<file path="src/logic/core_defs.svh">
`ifndef CORE_DEFS_SVH
`define CORE_DEFS_SVH

// Word size of registers, PC and bus
`define DATA_WIDTH 16

// General register file
`define REG_COUNT 8
`define REG_INDEX_WIDTH 3

// First fetch address after reset
`define RESET_PC 0

`endif
</file>
<file path="src/logic/opcodes.sv">
package opcodes;

   // Instruction opcodes in bits 15 to 11
   // Any code not listed here only advances the PC
   typedef enum logic [4:0] {
      ADD   = 5'b00001, // rd = rs1 + rs2
      ADDI  = 5'b00010, // rd = rs1 + imm5
      ADDIB = 5'b00011, // rd = rd + imm8
      ADC   = 5'b00100, // rd = rs1 + rs2 + carry
      ADCI  = 5'b00101, // rd = rs1 + imm5 + carry
      STW   = 5'b00110  // mem[rs1] = rd
   } opcode_t;

   // Adder functions
   typedef enum logic [1:0] {
      FnNop = 2'b00,
      FnAdd = 2'b01,
      FnAdc = 2'b10    // Adds stored carry
   } aluFunc_t;

endpackage

</file>
<file path="src/logic/cpuCore.sv">
`timescale 1ns/100ps

`include "core_defs.svh"

module cpuCore (
   input  logic                    Clock,
   input  logic                    nReset,
   input  logic [`DATA_WIDTH-1:0]  busIn,
   output logic [`DATA_WIDTH-1:0]  busOut,
   output logic                    addrLatch,
   output logic                    nMemEnable,
   output logic                    nReadEnable,
   output logic                    nWriteEnable
);

   opcodes::opcode_t        opcode;
   opcodes::aluFunc_t       aluOp;
   logic                    aluEn;
   logic                    regWe;
   logic                    pcWe;
   logic                    irWe;
   logic                    rs1Sel;
   logic                    op2Sel;
   logic                    immWide;
   logic                    busDrivePc;
   logic                    busDriveData;
   logic [`DATA_WIDTH-1:0]  opA;
   logic [`DATA_WIDTH-1:0]  opB;
   logic [`DATA_WIDTH-1:0]  result;

   control u_control (
      .Clock        (Clock),
      .nReset       (nReset),
      .opcode       (opcode),
      .aluOp        (aluOp),
      .aluEn        (aluEn),
      .regWe        (regWe),
      .pcWe         (pcWe),
      .irWe         (irWe),
      .rs1Sel       (rs1Sel),
      .op2Sel       (op2Sel),
      .immWide      (immWide),
      .busDrivePc   (busDrivePc),
      .busDriveData (busDriveData),
      .addrLatch    (addrLatch),
      .nMemEnable   (nMemEnable),
      .nReadEnable  (nReadEnable),
      .nWriteEnable (nWriteEnable)
   );

   aluUnit u_aluUnit (
      .Clock  (Clock),
      .nReset (nReset),
      .aluOp  (aluOp),
      .aluEn  (aluEn),
      .opA    (opA),
      .opB    (opB),
      .result (result)
   );

   dataPath u_dataPath (
      .Clock        (Clock),
      .nReset       (nReset),
      .irWe         (irWe),
      .regWe        (regWe),
      .pcWe         (pcWe),
      .rs1Sel       (rs1Sel),
      .op2Sel       (op2Sel),
      .immWide      (immWide),
      .busDrivePc   (busDrivePc),
      .busDriveData (busDriveData),
      .busIn        (busIn),
      .result       (result),
      .busOut       (busOut),
      .opA          (opA),
      .opB          (opB),
      .opcode       (opcode)
   );

endmodule

</file>
<file path="src/logic/dataPath.sv">
`timescale 1ns/100ps

`include "core_defs.svh"

module dataPath (
   input  logic                    Clock,
   input  logic                    nReset,
   input  logic                    irWe,
   input  logic                    regWe,
   input  logic                    pcWe,
   input  logic                    rs1Sel,
   input  logic                    op2Sel,
   input  logic                    immWide,
   input  logic                    busDrivePc,
   input  logic                    busDriveData,
   input  logic [`DATA_WIDTH-1:0]  busIn,
   input  logic [`DATA_WIDTH-1:0]  result,
   output logic [`DATA_WIDTH-1:0]  busOut,
   output logic [`DATA_WIDTH-1:0]  opA,
   output logic [`DATA_WIDTH-1:0]  opB,
   output opcodes::opcode_t        opcode
);

   localparam logic [`DATA_WIDTH-1:0] pcStep = 1;

   logic [`DATA_WIDTH-1:0]      regs [`REG_COUNT];
   logic [`DATA_WIDTH-1:0]      pc;
   logic [`DATA_WIDTH-1:0]      ir;
   logic [`REG_INDEX_WIDTH-1:0] rd;
   logic [`REG_INDEX_WIDTH-1:0] rs1;
   logic [`REG_INDEX_WIDTH-1:0] rs2;
   logic [`DATA_WIDTH-1:0]      imm5;
   logic [`DATA_WIDTH-1:0]      imm8;

   // Instruction fields
   assign opcode = opcodes::opcode_t'(ir[15:11]);
   assign rd     = ir[10:8];
   assign rs1    = ir[7:5];
   assign rs2    = ir[4:2];
   assign imm5   = {{(`DATA_WIDTH-5){1'b0}}, ir[4:0]};
   assign imm8   = {{(`DATA_WIDTH-8){1'b0}}, ir[7:0]};

   // Operand selection
   assign opA = rs1Sel ? regs[rd] : regs[rs1];

   always_comb begin
      if (op2Sel)
         opB = regs[rs2];
      else if (immWide)
         opB = imm8;
      else
         opB = imm5;
   end

   always_comb begin
      if (busDrivePc)
         busOut = pc;
      else if (busDriveData)
         busOut = regs[rd];    // Store data
      else
         busOut = regs[rs1];   // Store address
   end

   always_ff @(posedge Clock or negedge nReset) begin
      if (!nReset) begin
         for (int i = 0; i < `REG_COUNT; i++)
            regs[i] <= '0;
      end else if (regWe) begin
         regs[rd] <= result;
      end
   end

   always_ff @(posedge Clock or negedge nReset) begin
      if (!nReset)
         pc <= `RESET_PC;
      else if (pcWe)
         pc <= pc + pcStep;
   end

   always_ff @(posedge Clock or negedge nReset) begin
      if (!nReset)
         ir <= '0;             // Decodes as a no-op
      else if (irWe)
         ir <= busIn;
   end

endmodule

</file>
<file path="src/logic/aluUnit.sv">
`timescale 1ns/100ps

`include "core_defs.svh"

module aluUnit (
   input  logic                    Clock,
   input  logic                    nReset,
   input  opcodes::aluFunc_t       aluOp,
   input  logic                    aluEn,
   input  logic [`DATA_WIDTH-1:0]  opA,
   input  logic [`DATA_WIDTH-1:0]  opB,
   output logic [`DATA_WIDTH-1:0]  result
);

   logic                  carry;
   logic                  carryIn;
   logic [`DATA_WIDTH:0]  sum;     // Extra bit is carry out

   // Stored carry only enters for add-with-carry
   assign carryIn = (aluOp == opcodes::FnAdc) ? carry : 1'b0;

   always_comb begin
      sum = {1'b0, opA} + {1'b0, opB} + {{`DATA_WIDTH{1'b0}}, carryIn};
      if (aluOp == opcodes::FnNop)
         result = '0;
      else
         result = sum[`DATA_WIDTH-1:0];
   end

   always_ff @(posedge Clock or negedge nReset) begin
      if (!nReset)
         carry <= 1'b0;
      else if (aluEn)
         carry <= sum[`DATA_WIDTH];
   end

endmodule

</file>
<file path="src/logic/control.sv">
`timescale 1ns/100ps

module control (
   input  logic               Clock,
   input  logic               nReset,
   input  opcodes::opcode_t   opcode,
   output opcodes::aluFunc_t  aluOp,
   output logic               aluEn,
   output logic               regWe,
   output logic               pcWe,
   output logic               irWe,
   output logic               rs1Sel,
   output logic               op2Sel,
   output logic               immWide,
   output logic               busDrivePc,
   output logic               busDriveData,
   output logic               addrLatch,
   output logic               nMemEnable,
   output logic               nReadEnable,
   output logic               nWriteEnable
);

   // Idle holds the bus quiet for one cycle after reset
   typedef enum logic [1:0] {
      Idle,
      Fetch,
      Execute
   } majorState_t;

   typedef enum logic [1:0] {
      Fet1,
      Fet2,
      Fet3,
      Fet4
   } fetchState_t;

   typedef enum logic [1:0] {
      Exe1,
      Exe2,
      Exe3,
      Exe4
   } execState_t;

   majorState_t state;
   fetchState_t fetchSub;
   execState_t  execSub;

   always_ff @(posedge Clock or negedge nReset) begin
      if (!nReset) begin
         state    <= Idle;
         fetchSub <= Fet1;
         execSub  <= Exe1;
      end else begin
         case (state)
            Idle: begin
               state    <= Fetch;
               fetchSub <= Fet1;
            end
            Fetch: begin
               case (fetchSub)
                  Fet1: fetchSub <= Fet2;
                  Fet2: fetchSub <= Fet3;
                  Fet3: fetchSub <= Fet4;
                  Fet4: begin
                     state    <= Execute;
                     fetchSub <= Fet1;
                     execSub  <= Exe1;
                  end
               endcase
            end
            Execute: begin
               case (execSub)
                  Exe1: begin
                     if (opcode == opcodes::STW)
                        execSub <= Exe2;      // Store needs the bus
                     else
                        state <= Fetch;
                  end
                  Exe2: execSub <= Exe3;
                  Exe3: execSub <= Exe4;
                  Exe4: begin
                     state   <= Fetch;
                     execSub <= Exe1;
                  end
               endcase
            end
            default: state <= Idle;
         endcase
      end
   end

   always_comb begin
      aluOp        = opcodes::FnNop;
      aluEn        = 1'b0;
      regWe        = 1'b0;
      pcWe         = 1'b0;
      irWe         = 1'b0;
      rs1Sel       = 1'b0;
      op2Sel       = 1'b0;
      immWide      = 1'b0;
      busDrivePc   = 1'b0;
      busDriveData = 1'b0;
      addrLatch    = 1'b0;
      nMemEnable   = 1'b1;
      nReadEnable  = 1'b1;
      nWriteEnable = 1'b1;
      case (state)
         Fetch: begin
            case (fetchSub)
               Fet1: begin
                  addrLatch  = 1'b1;
                  busDrivePc = 1'b1;
               end
               Fet2, Fet3: begin
                  nMemEnable  = 1'b0;
                  nReadEnable = 1'b0;
               end
               Fet4: begin
                  nMemEnable  = 1'b0;
                  nReadEnable = 1'b0;
                  irWe        = 1'b1;   // Capture busIn
               end
            endcase
         end
         Execute: begin
            case (execSub)
               Exe1: begin
                  case (opcode)
                     opcodes::ADD: begin
                        aluOp  = opcodes::FnAdd;
                        op2Sel = 1'b1;
                     end
                     opcodes::ADDI: aluOp = opcodes::FnAdd;
                     opcodes::ADDIB: begin
                        aluOp   = opcodes::FnAdd;
                        rs1Sel  = 1'b1;      // rd is also the source
                        immWide = 1'b1;
                     end
                     opcodes::ADC: begin
                        aluOp  = opcodes::FnAdc;
                        op2Sel = 1'b1;
                     end
                     opcodes::ADCI: aluOp = opcodes::FnAdc;
                     opcodes::STW: addrLatch = 1'b1;   // Address from rs1
                     default: ;
                  endcase
                  // Arithmetic writes back and updates carry
                  if (aluOp != opcodes::FnNop) begin
                     regWe = 1'b1;
                     aluEn = 1'b1;
                  end
                  if (opcode != opcodes::STW)
                     pcWe = 1'b1;
               end
               Exe2, Exe3: begin
                  busDriveData = 1'b1;
                  nMemEnable   = 1'b0;
                  nWriteEnable = 1'b0;
               end
               Exe4: pcWe = 1'b1;
            endcase
         end
         default: ;
      endcase
   end

endmodule

</file>
<file path="config.mk">
export PLATFORM = sky130hd
export DESIGN_NAME = cpuCore
export DESIGN_NICKNAME = d
export VERILOG_FILES = /design/src/logic/opcodes.sv /design/src/logic/cpuCore.sv /design/src/logic/dataPath.sv /design/src/logic/aluUnit.sv /design/src/logic/control.sv
export VERILOG_INCLUDE_DIRS = /design/src /design/src/logic
export SDC_FILE = /design/constraint.sdc
export NUM_CORES = 1
export LEC_CHECK = 0
export ABC_AREA = 1
export BUFFER_PORTS_ARGS = -buffer_cell sky130_fd_sc_hd__buf_2
export CORE_MARGIN = 3
export CORE_UTILIZATION = 40
export CTS_CLUSTER_SIZE = 25
export DETAILED_ROUTE_END_ITERATION = 16
export PLACE_DENSITY_LB_ADDON = 0.05
export SLEW_MARGIN = 20
export SYNTH_ARGS = -nofsm -noshare
export SYNTH_HDL_FRONTEND = slang
export SYNTH_SLANG_ARGS = --single-unit
</file>
<file path="constraint.sdc">
create_clock -name Clock -period 7.1 [get_ports Clock]
set_input_delay 0 -clock Clock [delete_from_list [all_inputs] [get_ports Clock]]
set_output_delay 0 -clock Clock [all_outputs]
set_load 0.05 [all_outputs]
</file>
==> results of run 1 <==
## cell usage in the layout, fill, tap and decap left out, drive strengths merged
| master | netlist | layout |
|---|---|---|
| bufinv | 0 | 6 |
| a211oi | 2 | 2 |
| o22ai | 39 | 39 |
| a31oi | 5 | 5 |
| nand2 | 572 | 572 |
| nand4 | 61 | 61 |
| nor2 | 131 | 131 |
| xor2 | 6 | 6 |
| ha | 28 | 28 |
| mux2 | 2 | 2 |
| o221ai | 8 | 8 |
| and2 | 1 | 1 |
| nand3b | 3 | 3 |
| o211ai | 9 | 9 |
| nor3 | 11 | 11 |
| buf | 62 | 55 |
| nand3 | 104 | 104 |
| fa | 2 | 2 |
| dfrtp | 167 | 167 |
| o21ai | 250 | 250 |
| a21oi | 104 | 104 |
| xnor2 | 8 | 8 |
| o21bai | 1 | 1 |
| inv | 132 | 133 |
| dlygate4sd3 | 0 | 17 |
| clkbuf | 36 | 20 |
| clkinv | 2 | 6 |
| or2 | 7 | 7 |
## metal layers
metal	global-route usage, %	wire length [um]	up-vias
met5	0	0	-
li1	-	-	5832
met1	41.3	20300	5724
met4	11.3	1500	0
met3	5.11	3620	94
met2	44.8	20100	531
## final timing paths
path,from,end,slack [ns],cells after the start
worst min register to register,u_dataPath.regs[13],u_dataPath.regs[13],0.49,2
max in group asynchronous,nReset,u_dataPath.ir[5],5.23,3
worst min-delay path,nReset,u_dataPath.regs[68],0.24,2
worst max-delay path,u_dataPath.ir[9],u_dataPath.regs[110],2.57,15
min in group Clock,busIn[1],u_dataPath.ir[1],0.30,3
worst max register to register,u_dataPath.ir[9],u_dataPath.regs[110],2.57,15
## per-stage QoR
| stage | util (%) | hold WS (ns) | cells | instance area [um^2] |
|---|---|---|---|---|
| floorplan | - | -0.296 | 1753 | 11800 |
| global placement | 41.8 | 0.169 | 2094 | 12100 |
| detailed placement | 41.8 | 0.171 | 2094 | 12100 |
| CTS | 44.7 | 0.261 | 2142 | 12900 |
| global route | 44.7 | 0.301 | 2142 | 12900 |
| finish | 44.7 | 0.235 | 2142 | 12900 |
## where the power goes
part	switching, W	internal, W
Combinational	0.00280	0.00106
Clock	0.000436	0.000679
Sequential	0.000327	0.00118
## sequential cells by signal, summed over array words and instances, names as in the netlist
name	flops
u_dataPath.regs	128
u_control.fetchSub	2
u_control.execSub	2
u_control.state	2
u_dataPath.pc	16
u_dataPath.ir	16
u_aluUnit.carry	1
## critical path: cells and delay by family, from the launching register on
kind / cells / cell delay [ns]
AOI/OAI and AO/OA: 2 / 0.46
adders and majority gates: 2 / 0.86
DFF: 1 / 0.92
and+or+nand+nor: 11 / 2.17
## kinds of logic after synthesis
| family | synth area share, % |
|---|---|
| flip-flops | 35.5 |
| AND/OR/NAND/NOR | 32.5 |
| XOR/XNOR | 1.04 |
| multiplexers | 0.191 |
| adder cells (fa/ha/maj) | 3.32 |
| AO/OA/AOI/OAI | 18.8 |
| buffers and inverters | 8.65 |
## repair_timing
action	CTS	global route
setup endpoints to repair	0	0
endpoints found under the hold margin	110	0
hold buffers	17	0
setup buffers	0	0
## layout make-up
type	count	area (um^2)	share of cell area (%)
multi-input cells	1354	6570	50.9
flip-flops and latches	167	4180	32.4
clock inverters	11	220	1.71
repair buffers	72	497	3.85
well taps	384	480	3.72
inverters	134	510	3.95
clock buffers	20	457	3.54
==> out/qor.txt, run 1 <==
Synthesized Nets = 1801
Slew Limit Fails = 0
Die ar. = 0.0315 mm^2
most frequent cells after synthesis = nand2_1, dfrtp_1, o21ai_0
Post-synth ARST share = 100%
Hold Crit Class = primary input to asynchronous set/reset pin
Buffers on Ports = 37
Via density = 5.69
die span in x = 178 um
clk sinks = 167
Post-Syn Area = 0.0118 mm^2
first-pass GRT wire length = 69.9 mm
RSZ-0062 raised after global routing = no
Residual DRC = 0
dpl hpwl = 29.1 mm
final critical-path share of the clock period = 63.8%
core area = 0.0289 mm^2
Worst-Margin Slew = 1.09 ns
Clock transition at path regs = 0.07 ns
Most used DFF post-synth = dfrtp_1
worst skew pair latency = 0.46 ns
Worst Path Max Fanout = 18
TritonCTS clock tree = done
# diodes = 0
Leak = 6.15 nW
Iteration-0 DRC Markers = 1313
Final Skew = 0.0181 ns
routed vias = 12181
min Tclk post-route = 4.53 ns
top-area cell type share of the netlist area = 35.5%
IR Drop Worst-Case VDD = 0.221 mV
Max-slew headroom = 27.1%
total chip power = 0.00648 W
layout cell share with drive strength beyond 1 = 7.79%
Setup TNS = 0 ns
synth top area cells = dfrtp_1, nand2_1, o21ai_0
Inserted Clock Buffers = 17
EDFF count, synth = 0
antenna violations before repair = 0
register area share after synthesis = 35.5%
GRT Overall Usage = 29.3%
Fmax achieved = 221 MHz
CTS root buf = clkbuf_16
DR pass1 iterations = 6
Yosys reg bits = 167
Die H = 178 um
pin count of the biggest net entering global routing = 96
Synth Warn # = 0
kind of critical path = flip-flop to flip-flop
critical path's most frequent cell = nand2_1
Synth-to-Final Area Change = 9.76%
Place WS = 2.69 ns
Critical Path End Type = flip-flop
cell taking the most area after synthesis = dfrtp_1
gr ovfl total = 0
post-synthesis average cell area = 6.71 um^2
Cell Chain, Critical Path = nand3_1, o22ai_1, nor2_1, nand2_1, o21ai_0, fa_1, fa_1, nand2_1, nand2_1, nand3b_1, nand2_1, nand2_1, nand3_1, nand4_1, nand2_1
Slowest Stage Delay on Critical Path = 0.92 ns
clock tree buffer depth = 2
Top-Level Pins = 38
worst endpoint required time = 7.44 ns
Post-CTS Resized = 0
row count = 62
most frequent cell after synthesis = nand2_1
critical path's slowest cell = dfrtp_1
Final ANT Viol Nets = 0
status = finished, final reports clean
synth unique cells = 42
critical path arrival = 4.87 ns
post-route setup slack = 2.57 ns
WL per Instance = 21.3 um
Fill cells = 3019
vias in the first global route = 11470
placer congestion estimate = 0.941
CP startpoint kind = flip-flop
PwrDens = 502 mW/mm^2
final hold vios = 0
wirelength, routed = 45.6 mm
initial core utilization = 40.8%
# nets final = 1794
final-report setup violation count = 0
deepest level of the CTS H-tree = 4
maxcap violations = 0
Post-Syn Instances = 1753
Power figures use the tool's default switching activity.
==> run 2, diff against run 1 <==
==> constraint.sdc (replaced) <==
create_clock -name Clock -period 4.3 [get_ports Clock]
set_input_delay 0 -clock Clock [delete_from_list [all_inputs] [get_ports Clock]]
set_output_delay 0 -clock Clock [all_outputs]
set_load 0.05 [all_outputs]
==> out/qor.txt, run 2 (synthesized netlist as in run 1, its figures left out) <==
status = finished, final reports clean
pin count of the biggest net entering global routing = 90
dpl hpwl = 30.8 mm
deepest level of the CTS H-tree = 4
IR Drop Worst-Case VDD = 0.372 mV
WL per Instance = 20.9 um
maxcap violations = 0
uppermost layer routed = met4
met2 wire length = 20.2 mm
Post-CTS Setup Bufs = 0
Final ANT Viol Nets = 0
routed vias = 12297
worst reg-to-reg path cell count = 19
worst skew pair latency = 0.46 ns
commonest non-fill, non-tap cells in the layout = nand2_1, dfrtp_1, o21ai_0
Residual DRC = 0
CP top delay family = simple AND/OR/NAND/NOR gates
Final Skew = 0.0177 ns
Place WS = 0.497 ns
Die H = 178 um
gr ovfl total = 0
Leak = 6.25 nW
critical path's slowest cell = fa_1
Slowest Stage Delay on Critical Path = 0.47 ns
critical path's most frequent cell = nand2_1
core area = 0.0289 mm^2
kind of critical path = flip-flop to flip-flop
Hold Crit Class = primary input to asynchronous set/reset pin
initial core utilization = 40.8%
Via density = 5.66
RSZ-0062 raised after global routing = no
vias in the first global route = 11580
biggest regs = u_dataPath.regs x128, u_dataPath.ir x16, u_dataPath.pc x16
GRT Overall Usage = 29.2%
Worst-Margin Slew = 1.05 ns
WP depth = 19
post-route setup slack = 0.479 ns
Iteration-0 DRC Markers = 1479
CTS root buf = clkbuf_16
crit path buf inv count = 4
Max-slew headroom = 30.0%
worst endpoint required time = 4.64 ns
row count = 62
met3 wire len = 2.98 mm
Top-Level Pins = 38
Post-CTS Resized = 0
most common cell after layout, fill and taps aside = nand2_1
final critical-path share of the clock period = 88.9%
met1 WL = 20.2 mm
# diodes = 0
Fmax achieved = 262 MHz
Cell Chain, Critical Path = inv_1, ha_1, nand2_1, inv_2, o21ai_1, inv_2, nand3_1, o21ai_0, inv_1, fa_1, fa_1, nand2_1, nand2_1, nand3b_1, nand2_1, nand2_1, nand3b_1, nand4_1, nand2_1
TritonCTS clock tree = done
wirelength, routed = 45.3 mm
antenna violations before repair = 0
Worst Path Max Fanout = 10
Synth-to-Final Area Change = 11.2%
PwrDens = 823 mW/mm^2
final-report setup violation count = 0
Hold-fix buffers, CTS = 17
DR pass1 iterations = 6
# nets final = 1822
Clock transition at path regs = 0.07 ns
Buffers on Ports = 37
final hold vios = 0
CP startpoint kind = flip-flop
Inserted Clock Buffers = 17
die span in x = 178 um
clk sinks = 167
Worst Setup SP = u_control.state[0]
critical path arrival = 4.16 ns
clock tree buffer depth = 2
min Tclk post-route = 3.82 ns
Critical Path End Type = flip-flop
placer congestion estimate = 0.948
Top reg by flops = u_dataPath.regs
Die ar. = 0.0315 mm^2
first-pass GRT wire length = 69.4 mm
Largest register FFs = 128
Setup TNS = 0 ns
layout cell share with drive strength beyond 1 = 9.35%
Slew Limit Fails = 0
hold slack = 0.139 ns
Worst R2R Start = u_control.state[0]
## run 2: area by class of cell
class	count	area, um^2
Fill cell	3065	15800
Inverter	134	510
Multi-Input combinational cell	1354	6570
Clock buffer	19	453
Clock inverter	13	168
Sequential cell	167	4180
Timing Repair Buffer	100	719
Tap cell	384	480
## run 2: worst reg2reg max path, stage by stage (launching register included)
cell	delay, ns
dfrtp_1	0.42
inv_1	0.10
ha_1	0.26
nand2_1	0.11
inv_2	0.13
o21ai_1	0.13
inv_2	0.23
nand3_1	0.11
o21ai_0	0.12
inv_1	0.10
fa_1	0.47
fa_1	0.39
nand2_1	0.13
nand2_1	0.09
nand3b_1	0.08
nand2_1	0.14
nand2_1	0.12
nand3b_1	0.30
nand4_1	0.21
nand2_1	0.06
## run 2: power by group
group          internal (W)  switching, W
Combinational       0.00188       0.00477
Clock              0.000954      0.000733
Sequential          0.00195      0.000470
## run 2: per-layer routing
layer / track usage, % / vias to the layer above
met2: 45.0 / 491
met1: 39.9 / 5838
met3: 5.33 / 89
met5: 0 / -
met4: 13.1 / 0
li1: - / 5879
## run 2: metrics by stage
step / area, um^2 / std cells / util (%) / power [W]
2_1_floorplan: 11800 / 1753 / - / 0.00693
3_3_place_gp: 12300 / 2122 / 42.6 / 0.00891
3_5_place_dp: 12300 / 2122 / 42.6 / 0.00894
4_1_cts: 13100 / 2171 / 45.3 / 0.0107
5_1_grt: 13100 / 2171 / 45.3 / 0.0116
6_report: 13100 / 2171 / 45.3 / 0.0108
## run 2: final timing paths
check | endpoint | slack (ns)
setup / recovery | u_dataPath.regs[10] | 0.48
hold / removal | u_dataPath.regs[100] | 0.14
setup reg to reg | u_dataPath.regs[10] | 0.48
hold reg to reg | u_dataPath.regs[15] | 0.49
max in group asynchronous | u_control.state[0] | 3.17
min in group Clock | u_dataPath.ir[1] | 0.31
==> run 3, diff against run 2 <==
--- a/config.mk
+++ b/config.mk
@@ -8,6 +8,8 @@
 export LEC_CHECK = 0
 export ABC_AREA = 1
 export BUFFER_PORTS_ARGS = -buffer_cell sky130_fd_sc_hd__buf_2
+export CELL_PAD_IN_SITES_DETAIL_PLACEMENT = 1
+export CELL_PAD_IN_SITES_GLOBAL_PLACEMENT = 1
 export CORE_MARGIN = 3
 export CORE_UTILIZATION = 40
 export CTS_CLUSTER_SIZE = 25
==> out/qor.txt, run 3 (synthesized netlist as in run 1, its figures left out) <==
Die H = 178 um
critical path's most frequent cell = nand2_1
Iteration-0 DRC Markers = 1078
Worst-Margin Slew = 0.877 ns
critical path arrival = 4.17 ns
status = finished, final reports clean
Top-Level Pins = 38
Post-CTS Setup Bufs = 0
met2 wire length = 22.6 mm
uppermost layer routed = met4
dpl hpwl = 33.8 mm
Critical Path End Type = flip-flop
Slew Limit Fails = 0
PwrDens = 833 mW/mm^2
CTS root buf = clkbuf_16
register area = 0.00418 mm^2
Fill cells = 3811
Synth-to-Final Area Change = 10.7%
final critical-path share of the clock period = 89.1%
IR Drop Worst-Case VDD = 0.395 mV
TritonCTS clock tree = done
vias in the first global route = 12818
Leak = 6.22 nW
Clock transition at path regs = 0.07 ns
worst reg-to-reg path cell count = 14
Final Skew = 0.0123 ns
worst skew pair latency = 0.46 ns
final-report setup violation count = 0
gr ovfl total = 0
clk sinks = 167
deepest level of the CTS H-tree = 4
Via density = 5.89
DR pass1 iterations = 5
Top reg by flops = u_dataPath.regs
first-pass GRT wire length = 76.8 mm
Largest register FFs = 128
placed inst area = 0.0123 mm^2
placer congestion estimate = 0.929
met3 wire len = 2.79 mm
die span in x = 178 um
min Tclk post-route = 3.83 ns
initial core utilization = 40.8%
maxcap violations = 0
core area = 0.0289 mm^2
antenna violations before repair = 0
met1 WL = 22.4 mm
Max-slew headroom = 41.5%
routed vias = 12785
footprint of the multi-input gates = 0.00657 mm^2
layout cell share with drive strength beyond 1 = 9.30%
row count = 62
GRT Overall Usage = 32.2%
Residual DRC = 0
# diodes = 0
final hold vios = 0
Cell Chain, Critical Path = a21oi_1, o21ai_0, nand2_1, nand3_1, o21ai_0, fa_1, fa_1, nand2_1, nand2_1, and2_1, nand3_1, nand4_1, nand4_1, nand2_1
most common cell after layout, fill and taps aside = nand2_1
wirelength, routed = 50.0 mm
biggest regs = u_dataPath.regs x128, u_dataPath.ir x16, u_dataPath.pc x16
# nets final = 1821
Die ar. = 0.0315 mm^2
Inserted Clock Buffers = 17
pin count of the biggest net entering global routing = 85
Hold Crit Class = primary input to asynchronous set/reset pin
Final ANT Viol Nets = 0
Fmax achieved = 261 MHz
Slowest Stage Delay on Critical Path = 0.77 ns
WL per Instance = 23.0 um
commonest non-fill, non-tap cells in the layout = nand2_1, dfrtp_1, o21ai_0
CP startpoint kind = flip-flop
RSZ-0062 raised after global routing = no
kind of critical path = flip-flop to flip-flop
critical path's slowest cell = dfrtp_2
design area = 0.0130 mm^2
Worst Path Max Fanout = 25
Buffers on Ports = 37
clock tree buffer depth = 2
worst endpoint required time = 4.64 ns
Setup TNS = 0 ns
## run 3: cell count changes in the layout (fill, tap and decap cells not counted), sizes merged
cell / before / now
clkinv: 5 / 9
buf: 83 / 82
bufinv: 3 / 1
inv: 137 / 133
clkbuf: 19 / 20
## run 3: timing repair
action / CTS / global route
resized for setup: 0 / 0
endpoints found under the hold margin: 98 / 0
hold buffers: 17 / 0
## run 3: where the power goes
group,internal (W),switching [W],total [W]
Clock,0.000825,0.000716,0.00154
Combinational,0.00191,0.00487,0.00678
Sequential,0.00195,0.000583,0.00253
## run 3: layout make-up
type / count / share of cell area (%)
clock buffers: 20 / 3.51
well taps: 384 / 3.69
repair buffers: 99 / 5.56
flip-flops and latches: 167 / 32.1
multi-input cells: 1354 / 50.5
inverters: 134 / 3.92
clock inverters: 11 / 0.768
## run 3: layer usage
metal,global-route usage (%),vias to the layer above
li1,-,5878
met1,44.2,6326
met2,50.5,466
met3,4.79,115
met4,14.0,0
met5,0,-
## run 3: final timing paths
kind | startpoint | end | slack [ns]
max reg2reg | u_dataPath.ir[5] | u_dataPath.regs[44] | 0.47
min reg2reg | u_dataPath.regs[13] | u_dataPath.regs[13] | 0.48
max in group asynchronous | nReset | u_dataPath.ir[5] | 2.94
max | u_dataPath.ir[5] | u_dataPath.regs[44] | 0.47
min | nReset | u_dataPath.regs[86] | 0.17
min in group Clock | busIn[5] | u_dataPath.ir[5] | 0.33
## run 3: stage by stage
| step | worst slack, ns | hold slack (ns) | util, % | instances | total power [W] |
|---|---|---|---|---|---|
| after CTS | 0.509 | 0.233 | 45.1 | 2169 | 0.0108 |
| after global routing | 0.172 | 0.255 | 45.1 | 2169 | 0.0116 |
| after detailed placement | 0.533 | 0.145 | 42.6 | 2121 | 0.00918 |
| after floorplan | 0.968 | -0.296 | - | 1753 | 0.00693 |
| final | 0.469 | 0.171 | 45.1 | 2169 | 0.0109 |
| after global placement | 0.593 | 0.141 | 42.6 | 2121 | 0.00905 |
## run 3: critical path, delay by kind of cell (launching register included)
family | cells | cell delay, ns
compound gates | 3 | 0.68
simple gates | 9 | 1.40
fa+ha+maj | 2 | 0.85
flops | 1 | 0.77
